<file path="config.mk">
export PLATFORM = sky130hd
export DESIGN_NAME = cacheCtrl
export DESIGN_NICKNAME = d
export VERILOG_FILES = /design/src/logic/cachePkg.sv /design/src/logic/cacheCtrl.sv
export SDC_FILE = /design/constraint.sdc
export NUM_CORES = 1
export LEC_CHECK = 0
export ABC_AREA = 1
export BUFFER_PORTS_ARGS = -buffer_cell sky130_fd_sc_hd__buf_2
export CAP_MARGIN = 20
export CORE_AREA = 2 2 473 475
export CTS_BUF_LIST = sky130_fd_sc_hd__clkbuf_2 sky130_fd_sc_hd__clkbuf_4 sky130_fd_sc_hd__clkbuf_8
export DETAILED_ROUTE_END_ITERATION = 6
export DIE_AREA = 0 0 475 477
export SETUP_SLACK_MARGIN = 0.15
export SLEW_MARGIN = 0
export SYNTH_ARGS = -nofsm -noshare
export SYNTH_HDL_FRONTEND = slang
export SYNTH_SLANG_ARGS = --single-unit
export TNS_END_PERCENT = 20
</file>
<file path="constraint.sdc">
create_clock -name clk -period 2.25 [get_ports clk]
set_input_delay 0.1125 -clock clk [delete_from_list [all_inputs] [get_ports clk]]
set_output_delay 0.1125 -clock clk [all_outputs]
set_load 0.01 [all_outputs]
</file>
<file path="src/logic/cachePkg.sv">
package cachePkg;

  // address split into tag, index and offset
  localparam int ADDR_W   = 32;
  localparam int XLEN     = 64;
  localparam int OFFSET_W = 5;
  localparam int INDEX_W  = 6;
  localparam int TAG_W    = ADDR_W - INDEX_W - OFFSET_W;

  // array geometry
  localparam int NUM_SETS = 1 << INDEX_W;
  localparam int HALF_W   = 128;
  localparam int LINE_W   = 2 * HALF_W;

  // memory side, one 64-bit word per beat
  localparam int BEATS    = LINE_W / XLEN;

  // request credits the cache may hold at once
  localparam int MEM_CREDITS = 2;
  localparam int CREDIT_W    = $clog2(MEM_CREDITS + 1);

  // payload of the tag SRAMs
  typedef logic [TAG_W-1:0] tagEntry_t;

endpackage

</file>
<file path="src/logic/cacheCtrl.sv">
`timescale 1ns/1ps

module cacheCtrl
  import cachePkg::*;
(
  input  logic               clk,
  input  logic               rst_n,
  // pipeline side
  input  logic               valid_i,
  input  logic [ADDR_W-1:0]  addr_i,
  output logic               addr_ok_o,
  output logic               data_ok_o,
  output logic               data_notok_o,
  output logic [XLEN-1:0]    rd_data_o,
  // SRAM control, shared index for all six arrays
  output logic               ramEn_o,
  output logic               way0We_o,
  output logic               way1We_o,
  output logic [INDEX_W-1:0] ramIndex_o,
  output logic [HALF_W-1:0]  dataLo_o,
  output logic [HALF_W-1:0]  dataHi_o,
  output tagEntry_t          tagWdata_o,
  input  logic [HALF_W-1:0]  way0Lo_i,
  input  logic [HALF_W-1:0]  way0Hi_i,
  input  logic [HALF_W-1:0]  way1Lo_i,
  input  logic [HALF_W-1:0]  way1Hi_i,
  // metadata
  input  logic               hit_i,
  input  logic               hitWay_i,
  input  logic               victim_i,
  output logic               lookupEn_o,
  output logic               hitUpdate_o,
  output logic               fillEn_o,
  // refill
  output logic               refillStart_o,
  input  logic               refillDone_i,
  input  logic [LINE_W-1:0]  refillLine_i,
  output logic [TAG_W-1:0]   reqTag_o,
  output logic [INDEX_W-1:0] reqIndex_o,
  output logic [ADDR_W-1:0]  missAddr_o
);

  typedef enum logic [2:0] {
    IDLE,
    COMPARE,
    MISS,
    REFILL,
    WRITE,
    REREAD
  } state_t;

  state_t curState;
  state_t nextState;

  logic              accept;
  logic [ADDR_W-1:0] reqAddr;
  logic [LINE_W-1:0] hitLine;

  // new request can enter when idle or behind a hit
  assign addr_ok_o = (curState == IDLE) || ((curState == COMPARE) && hit_i);
  assign accept    = valid_i && addr_ok_o;

  always_ff @(posedge clk or negedge rst_n) begin
    if (!rst_n) begin
      curState <= IDLE;
    end else begin
      curState <= nextState;
    end
  end

  always_comb begin
    nextState = curState;
    case (curState)
      IDLE: begin
        if (valid_i) begin
          nextState = COMPARE;
        end
      end
      COMPARE: begin
        if (!hit_i) begin
          nextState = MISS;
        end else if (!valid_i) begin
          nextState = IDLE;
        end
      end
      // hand the line address over, refillUnit waits for the credit
      MISS: nextState = REFILL;
      REFILL: begin
        if (refillDone_i) begin
          nextState = WRITE;
        end
      end
      WRITE:  nextState = REREAD;
      REREAD: nextState = COMPARE;
      default: nextState = IDLE;
    endcase
  end

  always_ff @(posedge clk) begin
    if (accept) begin
      reqAddr <= addr_i;
    end
  end

  assign reqTag_o   = reqAddr[ADDR_W-1 -: TAG_W];
  assign reqIndex_o = reqAddr[OFFSET_W +: INDEX_W];
  assign missAddr_o = {reqAddr[ADDR_W-1:OFFSET_W], {OFFSET_W{1'b0}}};

  // read on acceptance and on re-read, write the victim way in WRITE
  assign ramEn_o    = accept || (curState == WRITE) || (curState == REREAD);
  assign ramIndex_o = accept ? addr_i[OFFSET_W +: INDEX_W] : reqIndex_o;
  assign way0We_o   = (curState == WRITE) && !victim_i;
  assign way1We_o   = (curState == WRITE) && victim_i;
  assign dataLo_o   = refillLine_i[HALF_W-1:0];
  assign dataHi_o   = refillLine_i[LINE_W-1:HALF_W];
  assign tagWdata_o = reqTag_o;

  assign lookupEn_o    = accept || (curState == REREAD);
  assign fillEn_o      = curState == WRITE;
  assign refillStart_o = curState == MISS;

  assign data_ok_o    = (curState == COMPARE) && hit_i;
  assign hitUpdate_o  = data_ok_o;
  assign data_notok_o = ((curState == COMPARE) && !hit_i) || (curState == MISS) ||
                        (curState == REFILL) || (curState == WRITE) ||
                        (curState == REREAD);

  // word select from the hitting way
  assign hitLine = hitWay_i ? {way1Hi_i, way1Lo_i} : {way0Hi_i, way0Lo_i};

  always_comb begin
    case (reqAddr[OFFSET_W-1:3])
      2'd0:    rd_data_o = hitLine[XLEN-1:0];
      2'd1:    rd_data_o = hitLine[2*XLEN-1:XLEN];
      2'd2:    rd_data_o = hitLine[3*XLEN-1:2*XLEN];
      default: rd_data_o = hitLine[4*XLEN-1:3*XLEN];
    endcase
  end

endmodule

</file>
==> results of run 1 <==
[sequential cells by signal, summed over array words and instances (netlist names)]
register,count
reqAddr,29
curState,3
[worst paths after layout]
kind | startpoint | to | slack [ns] | cells after the start
max in group asynchronous | rst_n | curState[2] | 2.08 | 2
min | rst_n | curState[2] | 0.05 | 2
min in group clk | hit_i | curState[1] | 0.09 | 4
max | reqAddr[4] | rd_data_o[60] | -0.03 | 9
max reg2reg | curState[2] | reqAddr[30] | 0.60 | 6
min reg2reg | curState[1] | curState[1] | 0.70 | 2
[per-stage QoR]
stage               instance area, um2  utilization (%)
global route                     14920            6.736
global placement                 13630            6.155
finish                           15100            6.820
floorplan                         8157                -
CTS                              14420            6.511
detailed placement               13630            6.155
[cells in the final DEF (no fill, tap or decap), types with 28 or more instances in the layout]
| cell type | instances |
|---|---|
| buf_2 | 648 |
| o21ai_1 | 31 |
| dlygate4sd3_1 | 31 |
| buf_6 | 37 |
| or2_1 | 33 |
| o21ai_0 | 28 |
| diode_2 | 126 |
| nor2_1 | 136 |
| edfxtp_1 | 29 |
| or2_2 | 31 |
| nand2_1 | 335 |
| buf_12 | 49 |
| buf_4 | 58 |
| o211ai_1 | 130 |
| nand4_1 | 65 |
| inv_1 | 70 |
[routing by layer]
metal	vias up	global-route usage, %
met1	5128	13.43
li1	5066	-
met2	1425	22.16
met3	502	17.54
met5	-	0.1066
met4	132	5.728
[Yosys cell counts]
library cell	instances	area, um2
buf_4	340	2552
nand2_1	338	1269
nor2_1	139	521.8
o211ai_1	130	975.9
inv_1	72	270.3
nand4_1	65	406.6
buf_2	49	245.2
o21ai_1	35	175.2
or2_1	33	206.5
clkbuf_1	31	116.4
o21ai_0	31	155.2
or2_2	31	193.9
edfxtp_1	29	870.8
nand3_1	9	45.04
dfrtp_1	3	75.07
inv_2	3	11.26
nor2_2	2	12.51
a21oi_1	1	5.000
conb_1	1	3.750
nand2_2	1	6.260
nor2_4	1	11.26
nor3_1	1	5.000
o21a_1	1	7.510
[power groups by stage]
| stage | logic (mW) | registers, mW | clock network (mW) |
|---|---|---|---|
| floorplan | 2.73 | 0.941 | 0 |
| global placement | 6.33 | 1.31 | 0 |
| detailed placement | 6.33 | 1.31 | 0 |
| CTS | 6.88 | 1.29 | 0.803 |
| global route | 7.38 | 1.27 | 0.789 |
| finish | 6.87 | 1.23 | 0.734 |
[cells by family (layout without fill, tap and decap cells)]
logic type      after synthesis  count (layout)
other cells                   1             131
flops                        32              32
buf+inv                     495             916
compound gates              198             198
simple gates                620             620
[layout make-up]
cell class,instances,area share (%)
Clock buffer,6,0.5054
Timing Repair Buffer,833,37.17
Inverter,75,1.914
Antenna cell,126,2.088
Multi-Input combinational cell,823,27.17
Clock inverter,2,0.2320
Tap cell,2975,24.65
Sequential cell,32,6.272
[critical path, delay by kind of cell (launching register included)]
| kind | cells | cell delay (ns) |
|---|---|---|
| and+or+nand+nor | 3 | 0.37 |
| buffers and inverters | 5 | 0.83 |
| AOI/OAI and AO/OA | 1 | 0.10 |
| DFF | 1 | 0.44 |
[timing repair]
action,in CTS,in global routing
setup buffers,11,11
endpoints found under the setup margin,63,65
hold buffers,31,0
endpoints found under the hold margin,33,0
cloned,2,4
pin swaps,21,27
resized for setup,69,42
==> flow_metrics.py, run 1 <==
metrics = {
    "run_status": {
        "status": "finished with violations",
        "violations": "negative setup slack",
    },
    "yosys": {
        "netlist_area_um2": 8142,
        "synth-xor-area-share_pct": 0,
        "ys_seq_area_share_pct": 11.62,
        "synth_adder_area_share_pct": 0,
        "synth_compound_area_share_pct": 16.20,
        "synth_warnings": 0,
        "synth_top_family_by_area": "buffers and inverters",
        "post_synth_and_or_nand_nor_area_fraction_pct": 32.89,
        "synth_cell_type_count": 23,
        "avgSynthCellArea_um2": 6.049,
        "synth.area.mux_share_pct": 0,
        "ys_seq_elements": 32,
        "synth_cells": 1346,
    },
    "clocking": {
        "cts_root_buf": "clkbuf_8",
        "cts_made_buffers": 5,
        "cts_tree": "yes",
        "clk_latency_ns": 0.38,
        "clk_path_buf_depth": 2,
        "cts.sinks": 32,
        "cts_max_level": 2,
        "cts.clk_slew.worst_paths_ns": 0.10,
    },
    "sta": {
        "hold_slack_ns": 0.04847,
        "finalCritPeriodShare_pct": 101.3,
        "drv_slew": 0,
        "fin_ws_ns": -0.02955,
        "timing.fmax_ghz": 0.4387,
        "worst_pin_slew_ns": 0.8900,
        "grt_setup_unrepaired": "yes",
        "min_period_ns": 2.280,
        "setup_viol": 3,
        "relSlewSlack_pct": 40.67,
        "tns_ns": -0.04339,
        "finalHoldViolCount": 0,
        "fin_worst_skew_ns": 0.01872,
    },
    "floorplan": {
        "start_util_pct": 3.677,
        "std_cell_rows": 173,
        "die_x_um": 475,
        "ioPinCount": 1223,
        "die_y_um": 477,
        "core_area_um2": 221400,
        "die_area_um2": 226600,
    },
    "routing": {
        "met3WireLength_um": 45540,
        "drtIter0Drc": 714,
        "wl_met2_um": 74030,
        "first_pass_iters": 5,
        "routedWlPerCell_um": 37.95,
        "vias": 12250,
        "wl_um": 184900,
        "drt-met1-wl_um": 56190,
        "drtAntennaViolNets": 0,
        "drc": 0,
        "vias_per_cell": 2.515,
        "top_layer": "met5",
    },
    "setup_path": {
        "worstPathMaxFanout": 6,
        "endpoint_kind": "output port",
        "critical-path-max-stage-delay_ns": 0.44,
        "worstSetupStartpointType": "register",
        "crit_required_ns": 2.14,
        "cpMostUsedCell": "buf_12",
        "path_class": "reg -> out",
        "cp.arrival_ns": 2.17,
        "path_cells": "buf_6, nand2_8, buf_12, buf_12, buf_6, nor2_1, o21ai_1, nand4_1, buf_12",
        "critPathSlowestCell": "edfxtp_1",
    },
    "power_and_ir_drop": {
        "p_per_area_nw_per_um2": 584.6,
        "netSwitchingPower_mw": 4.964,
        "ir_drop_v": 0.0007310,
        "power.internal_mw": 3.864,
        "power_mw": 8.829,
        "switching_share_pct": 56.23,
        "pwr-share-comb_pct": 77.8,
        "seqPwrFrac_pct": 13.9,
        "clockPowerShare_pct": 8.3,
        "power_leakage_nw": 6.167,
    },
    "placed_design": {
        "portBuffers": 702,
        "dp_hpwl_um": 170100,
        "gp_congestion": 0.8209,
        "placed_cells": 4679,
        "place_ws_ns": 0.1859,
    },
    "job": {
        "cap_violations": 0,
    },
    "finish": {
        "layout.nets": 2577,
        "final-instance-count-excl-fill": 4872,
        "multiInputGateArea_um2": 4103,
        "register_area_um2": 947.2,
        "syn_to_final_growth_pct": 85.49,
        "nFillCells": 26390,
        "drive_gt1_share_pct": 48.79,
    },
    "grt": {
        "grt_pass1_wl_um": 202300,
        "grt_max_degree": 81,
        "grt-ovfl-total": 0,
        "track_usage_pct": 15.39,
        "grt_pass1_vias": 10890,
        "antenna_found_initial": 254,
    },
    "hold_path": {
        "hold_path_class": "in -> async",
    },
}
Note: power is estimated with default switching activity, not from simulation.
==> run 2, diff against run 1 <==
--- a/config.mk
+++ b/config.mk
@@ -8,10 +8,13 @@
 export ABC_AREA = 1
 export BUFFER_PORTS_ARGS = -buffer_cell sky130_fd_sc_hd__buf_2
 export CAP_MARGIN = 20
-export CORE_AREA = 2 2 473 475
+export CELL_PAD_IN_SITES_DETAIL_PLACEMENT = 1
+export CELL_PAD_IN_SITES_GLOBAL_PLACEMENT = 2
+export CORE_AREA = 2 2 474 476
 export CTS_BUF_LIST = sky130_fd_sc_hd__clkbuf_2 sky130_fd_sc_hd__clkbuf_4 sky130_fd_sc_hd__clkbuf_8
 export DETAILED_ROUTE_END_ITERATION = 6
-export DIE_AREA = 0 0 475 477
+export DIE_AREA = 0 0 476 478
+export PLACE_DENSITY_LB_ADDON = 0.1
 export SETUP_SLACK_MARGIN = 0.15
 export SLEW_MARGIN = 0
 export SYNTH_ARGS = -nofsm -noshare
==> run 2 against run 1 <==
Compared with the run above: the run now ends clean; critical path depth shrank 3; combinational power is 20% lower; worst hold slack got worse by 0.012 ns; via count decreased by 10%; clock skew is 0.011 ns lower; sequential power is 18% lower; routed wire length decreased by 43%; cell area shrank 4.7%; sequential share of layout area is 0.30 points higher; first-iteration DRC count decreased by 54%; power is 19% lower; global-route usage decreased by 6.9 points.
==> flow_metrics.py, run 2 (synthesized netlist as in run 1, its figures left out) <==
metrics = {
    "run_status": {
        "status": "finished clean",
    },
    "placed_design": {
        "portBuffers": 702,
        "dp_hpwl_um": 87800,
        "placed_cells": 4667,
        "place_ws_ns": 0.2500,
        "dpl_cell_area_um2": 13080,
        "gp_congestion": 0.7225,
    },
    "sta": {
        "tns_ns": 0,
        "finalCritPeriodShare_pct": 94.66,
        "grt_setup_unrepaired": "yes",
        "hold_slack_ns": 0.03658,
        "relSlewSlack_pct": 59.18,
        "finalHoldViolCount": 0,
        "min_period_ns": 2.130,
        "worst_pin_slew_ns": 0.6096,
        "setup_viol": 0,
        "fin_ws_ns": 0.1201,
        "fin_worst_skew_ns": 0.007722,
        "drv_slew": 0,
        "timing.fmax_ghz": 0.4695,
    },
    "floorplan": {
        "std_cell_rows": 174,
        "ioPinCount": 1223,
        "start_util_pct": 3.648,
        "die_y_um": 478,
        "core_area_um2": 223200,
        "die_area_um2": 227500,
        "die_x_um": 476,
    },
    "setup_path": {
        "cp_num_cells": 6,
        "path_cells": "buf_4, nor2_4, buf_12, o211ai_1, nand4_1, buf_2",
        "worstPathMaxFanout": 29,
        "cp.arrival_ns": 2.02,
        "worstReg2RegStart": "curState[1]",
        "critical-path-max-stage-delay_ns": 0.43,
        "worstSetupStartpointType": "register",
        "crit_required_ns": 2.14,
        "timing.critical_path.to": "rd_data_o[49]",
        "crit_buf_inv": 3,
        "endpoint_kind": "output port",
        "startpoint": "reqAddr[3]",
        "regToRegSetupSlack_ns": 0.61,
        "crit_family": "buffers and inverters",
        "critPathSlowestCell": "edfxtp_1",
        "r2r_cells": 6,
        "path_class": "reg -> out",
        "reg2reg_to": "reqAddr[26]",
    },
    "grt": {
        "grt_pass1_wl_um": 126800,
        "grt_max_degree": 75,
        "antenna_found_initial": 114,
        "grt_pass1_vias": 11950,
        "grt-ovfl-total": 0,
        "track_usage_pct": 8.485,
    },
    "job": {
        "cap_violations": 0,
    },
    "hold_path": {
        "hold_path_class": "in -> reg",
    },
    "clocking": {
        "cts_root_buf": "clkbuf_8",
        "cts_tree": "yes",
        "cts_made_buffers": 5,
        "clk_latency_ns": 0.33,
        "clk_path_buf_depth": 2,
        "cts.clk_slew.worst_paths_ns": 0.09,
        "cts.sinks": 32,
        "cts_max_level": 2,
    },
    "routing": {
        "first_pass_iters": 5,
        "routedWlPerCell_um": 21.95,
        "vias": 11010,
        "wl_um": 104600,
        "vias_per_cell": 2.311,
        "drc": 0,
        "drtIter0Drc": 330,
        "drtAntennaViolNets": 0,
    },
    "finish": {
        "fin_area_um2": 14390,
        "syn_to_final_growth_pct": 76.79,
        "nFillCells": 26980,
        "largest-register": "reqAddr",
        "layout_commonest_cell": "buf_2",
        "layout.nets": 2560,
        "top_regs": "reqAddr: 29 flops, curState: 3 flops",
        "final-instance-count-excl-fill": 4766,
        "mostFrequentLayoutCells": "buf_2 (683), nand2_1 (326), nor2_1 (132)",
        "drive_gt1_share_pct": 49.26,
        "fin_util_pct": 6.450,
        "largest_reg_flops": 29,
    },
    "power_and_ir_drop": {
        "netSwitchingPower_mw": 3.723,
        "clockPowerShare_pct": 8.9,
        "pwr-share-comb_pct": 77.0,
        "p_per_area_nw_per_um2": 494.6,
        "ir_drop_v": 0.0003364,
        "power_leakage_nw": 5.978,
        "power.internal_mw": 3.396,
        "seqPwrFrac_pct": 14.1,
        "power_mw": 7.119,
        "switching_share_pct": 52.30,
    },
}
==> run 2: metal layers <==
metal / global-route usage, % / routed length (um) / vias to the layer above
met5: 0 / 488 / -
met4: 2.437 / 3649 / 74
met1: 9.457 / 40420 / 5038
met3: 3.332 / 10160 / 283
met2: 14.77 / 49900 / 726
li1: - / - / 4893
==> run 2: worst min path at each step <==
stage	startpoint	endpoint	slack [ns]	depth (start not counted)
finish	addr_i[10]	reqAddr[10]	0.04	1
global route	addr_i[7]	reqAddr[7]	0.04	1
CTS	addr_i[10]	reqAddr[10]	0.05	1
detailed placement	rst_n	curState[0]	-0.08	1
global placement	rst_n	curState[2]	-0.08	1
floorplan	rst_n	curState[0]	-0.18	0
==> run 2: layout make-up <==
type | count | area, um2 | area share (%)
clock buffer | 5 | 68.82 | 0.4781
inverter | 75 | 291.5 | 2.025
multi-input combinational | 823 | 4156 | 28.88
tap | 2992 | 3744 | 26.01
antenna | 20 | 50.05 | 0.3477
timing repair buffer | 816 | 5100 | 35.43
sequential | 32 | 945.9 | 6.572
clock inverter | 3 | 37.54 | 0.2608
==> run 2: worst reg2reg max path: stages, from the launching register on <==
cell	delay (ns)
dfrtp_1	0.42
inv_1	0.18
nand4_1	0.18
nand2_1	0.16
nand2_2	0.06
inv_1	0.09
buf_12	0.21
==> run 2: power by group through the flow <==
stage                     Combinational [mW]  Clock [mW]  Sequential (mW)
final                                   5.48       0.630             1.01
after floorplan                         2.73           0            0.941
after detailed placement                4.89           0             1.03
after global placement                  4.95           0             1.04
after CTS                               5.36       0.669             1.02
after global routing                    6.10       0.679             1.03
==> run 2: repair_timing <==
action                                 CTS  global route
pin swaps                               12            44
hold buffers                            29             0
gates cloned                             3             7
setup endpoints to repair               55            66
endpoints found under the hold margin   31             0
gates resized for setup                 20            74
buffers inserted                        22            10
==> run 3, diff against run 2 <==
--- a/config.mk
+++ b/config.mk
@@ -11,10 +11,11 @@
 export CELL_PAD_IN_SITES_DETAIL_PLACEMENT = 1
 export CELL_PAD_IN_SITES_GLOBAL_PLACEMENT = 2
 export CORE_AREA = 2 2 474 476
-export CTS_BUF_LIST = sky130_fd_sc_hd__clkbuf_2 sky130_fd_sc_hd__clkbuf_4 sky130_fd_sc_hd__clkbuf_8
+export CTS_BUF_LIST = sky130_fd_sc_hd__clkbuf_4
 export DETAILED_ROUTE_END_ITERATION = 6
 export DIE_AREA = 0 0 476 478
 export PLACE_DENSITY_LB_ADDON = 0.1
+export RECOVER_POWER = 50
 export SETUP_SLACK_MARGIN = 0.15
 export SLEW_MARGIN = 0
 export SYNTH_ARGS = -nofsm -noshare
==> run 3 against run 2 <==
Compared with the run above: global-route usage is essentially flat; clock power is 17% lower; utilization hardly changed; setup slack lost 0.083 ns; first-iteration DRC count increased by 4.8%; routed wire length rose by 0.69%; critical path type unchanged.
==> flow_metrics.py, run 3 (synthesized netlist as in run 1, its figures left out) <==
metrics = {
    "finish": {
        "largest_reg_flops": 29,
        "top_regs": "reqAddr: 29 flops, curState: 3 flops",
        "mostFrequentLayoutCells": "buf_2 (677), nand2_1 (318), o211ai_1 (130), nor2_1 (130), inv_1 (70)",
        "syn_to_final_growth_pct": 78.09,
        "fin_util_pct": 6.497,
        "drive_gt1_share_pct": 49.94,
        "register_area_um2": 948.4,
        "multiInputGateArea_um2": 4228,
        "fin_area_um2": 14500,
        "largest-register": "reqAddr",
        "nFillCells": 26970,
        "layout.nets": 2560,
        "layout_commonest_cell": "buf_2",
        "final-instance-count-excl-fill": 4772,
    },
    "setup_path": {
        "path_class": "reg -> out",
        "crit_family": "buffers and inverters",
        "startpoint": "reqAddr[4]",
        "path_cells": "buf_6, nor2_4, buf_12, o211ai_1, nand4_1, buf_2",
        "cp_num_cells": 6,
        "r2r_cells": 6,
        "regToRegSetupSlack_ns": 0.67,
        "reg2reg_to": "reqAddr[26]",
        "cp.arrival_ns": 2.10,
        "crit_buf_inv": 3,
        "worstReg2RegStart": "curState[1]",
        "crit_required_ns": 2.14,
        "critPathSlowestCell": "edfxtp_1",
        "timing.critical_path.to": "rd_data_o[49]",
        "worstPathMaxFanout": 29,
        "endpoint_kind": "output port",
        "worstSetupStartpointType": "register",
        "critical-path-max-stage-delay_ns": 0.48,
    },
    "routing": {
        "drtIter0Drc": 346,
        "vias_per_cell": 2.302,
        "routedWlPerCell_um": 22.07,
        "drtAntennaViolNets": 0,
        "drc": 0,
        "wl_um": 105300,
        "vias": 10990,
        "first_pass_iters": 5,
    },
    "grt": {
        "grt_max_degree": 75,
        "grt_pass1_vias": 12010,
        "antenna_found_initial": 115,
        "track_usage_pct": 8.514,
        "grt-ovfl-total": 0,
        "grt_pass1_wl_um": 127300,
    },
    "power_and_ir_drop": {
        "p_per_area_nw_per_um2": 491.3,
        "ir_drop_v": 0.0002863,
        "power_leakage_nw": 5.997,
        "power_mw": 7.124,
    },
    "sta": {
        "worst_pin_slew_ns": 0.5508,
        "timing.fmax_ghz": 0.4518,
        "finalHoldViolCount": 0,
        "setup_viol": 0,
        "finalCritPeriodShare_pct": 98.36,
        "min_period_ns": 2.213,
        "relSlewSlack_pct": 63.12,
        "drv_slew": 0,
        "fin_worst_skew_ns": 0.01279,
        "grt_setup_unrepaired": "yes",
        "tns_ns": 0,
    },
    "job": {
        "cap_violations": 0,
    },
    "floorplan": {
        "ioPinCount": 1223,
        "die_area_um2": 227500,
        "die_x_um": 476,
        "std_cell_rows": 174,
        "core_area_um2": 223200,
        "die_y_um": 478,
        "start_util_pct": 3.648,
    },
    "placed_design": {
        "placed_cells": 4667,
        "gp_congestion": 0.7225,
        "portBuffers": 702,
        "dpl_cell_area_um2": 13080,
        "dp_hpwl_um": 87800,
    },
    "clocking": {
        "cts_made_buffers": 5,
        "cts_max_level": 2,
        "cts.clk_slew.worst_paths_ns": 0.13,
        "cts_tree": "yes",
        "cts.sinks": 32,
        "clk_path_buf_depth": 2,
        "clk_latency_ns": 0.42,
        "cts_root_buf": "clkbuf_4",
    },
    "run_status": {
        "status": "finished clean",
    },
    "hold_path": {
        "hold_path_class": "in -> async",
    },
}
## run 3: cell types whose count changed in the layout (fill, tap and decap cells not counted), sizes merged
cell,before,now
diode,20,26
buf,781,777
clkbuf,11,13
dlygate4sd3,29,31
## run 3: timing repair
item | CTS | global route
cloned | 4 | 7
pin swaps | 27 | 19
hold endpoints to repair | 33 | 0
buffers inserted | 22 | 7
resized for setup | 74 | 52
endpoints found under the setup margin | 67 | 72
hold buffers | 31 | 0
## run 3: cell type report
| class | count | share of cell area [%] |
|---|---|---|
| Antenna cell | 26 | 0.4487 |
| Clock buffer | 5 | 0.2589 |
| Clock inverter | 3 | 0.2589 |
| Inverter | 75 | 1.993 |
| Multi-Input combinational cell | 823 | 29.16 |
| Sequential cell | 32 | 6.541 |
| Tap cell | 2992 | 25.82 |
| Timing Repair Buffer | 816 | 35.52 |
## run 3: stage by stage
step / setup slack [ns] / hold WS, ns
after floorplan: 0.1970 / -0.1831
after global placement: 0.2232 / -0.08189
after detailed placement: 0.2500 / -0.07833
after CTS: -0.06952 / 0.01377
after global routing: -0.1435 / 0.05337
final: 0.03683 / 0.06622
## run 3: worst min path at each step
| stage | end | start | depth (start not counted) | slack [ns] |
|---|---|---|---|---|
| finish | curState[1] | rst_n | 2 | 0.07 |
| global placement | curState[2] | rst_n | 1 | -0.08 |
| detailed placement | curState[0] | rst_n | 1 | -0.08 |
| floorplan | curState[0] | rst_n | 0 | -0.18 |
| CTS | curState[0] | rst_n | 2 | 0.01 |
| global route | curState[1] | rst_n | 2 | 0.05 |
## run 3: routing by layer
metal	vias to the layer above	track usage, %	wire, um
li1	4901	-	-
met1	5019	9.450	40730
met2	716	14.80	50230
met3	275	3.420	10290
met4	74	2.488	3596
met5	-	0	488
## run 3: power by group
part | leakage [nW] | total (mW) | internal [mW] | switching, mW
clock | 0.0404 | 0.520 | 0.227 | 0.293
sequential | 0.305 | 1.02 | 0.846 | 0.171
combinational | 5.65 | 5.59 | 2.28 | 3.31
total | 6.00 | 7.12 | 3.35 | 3.77
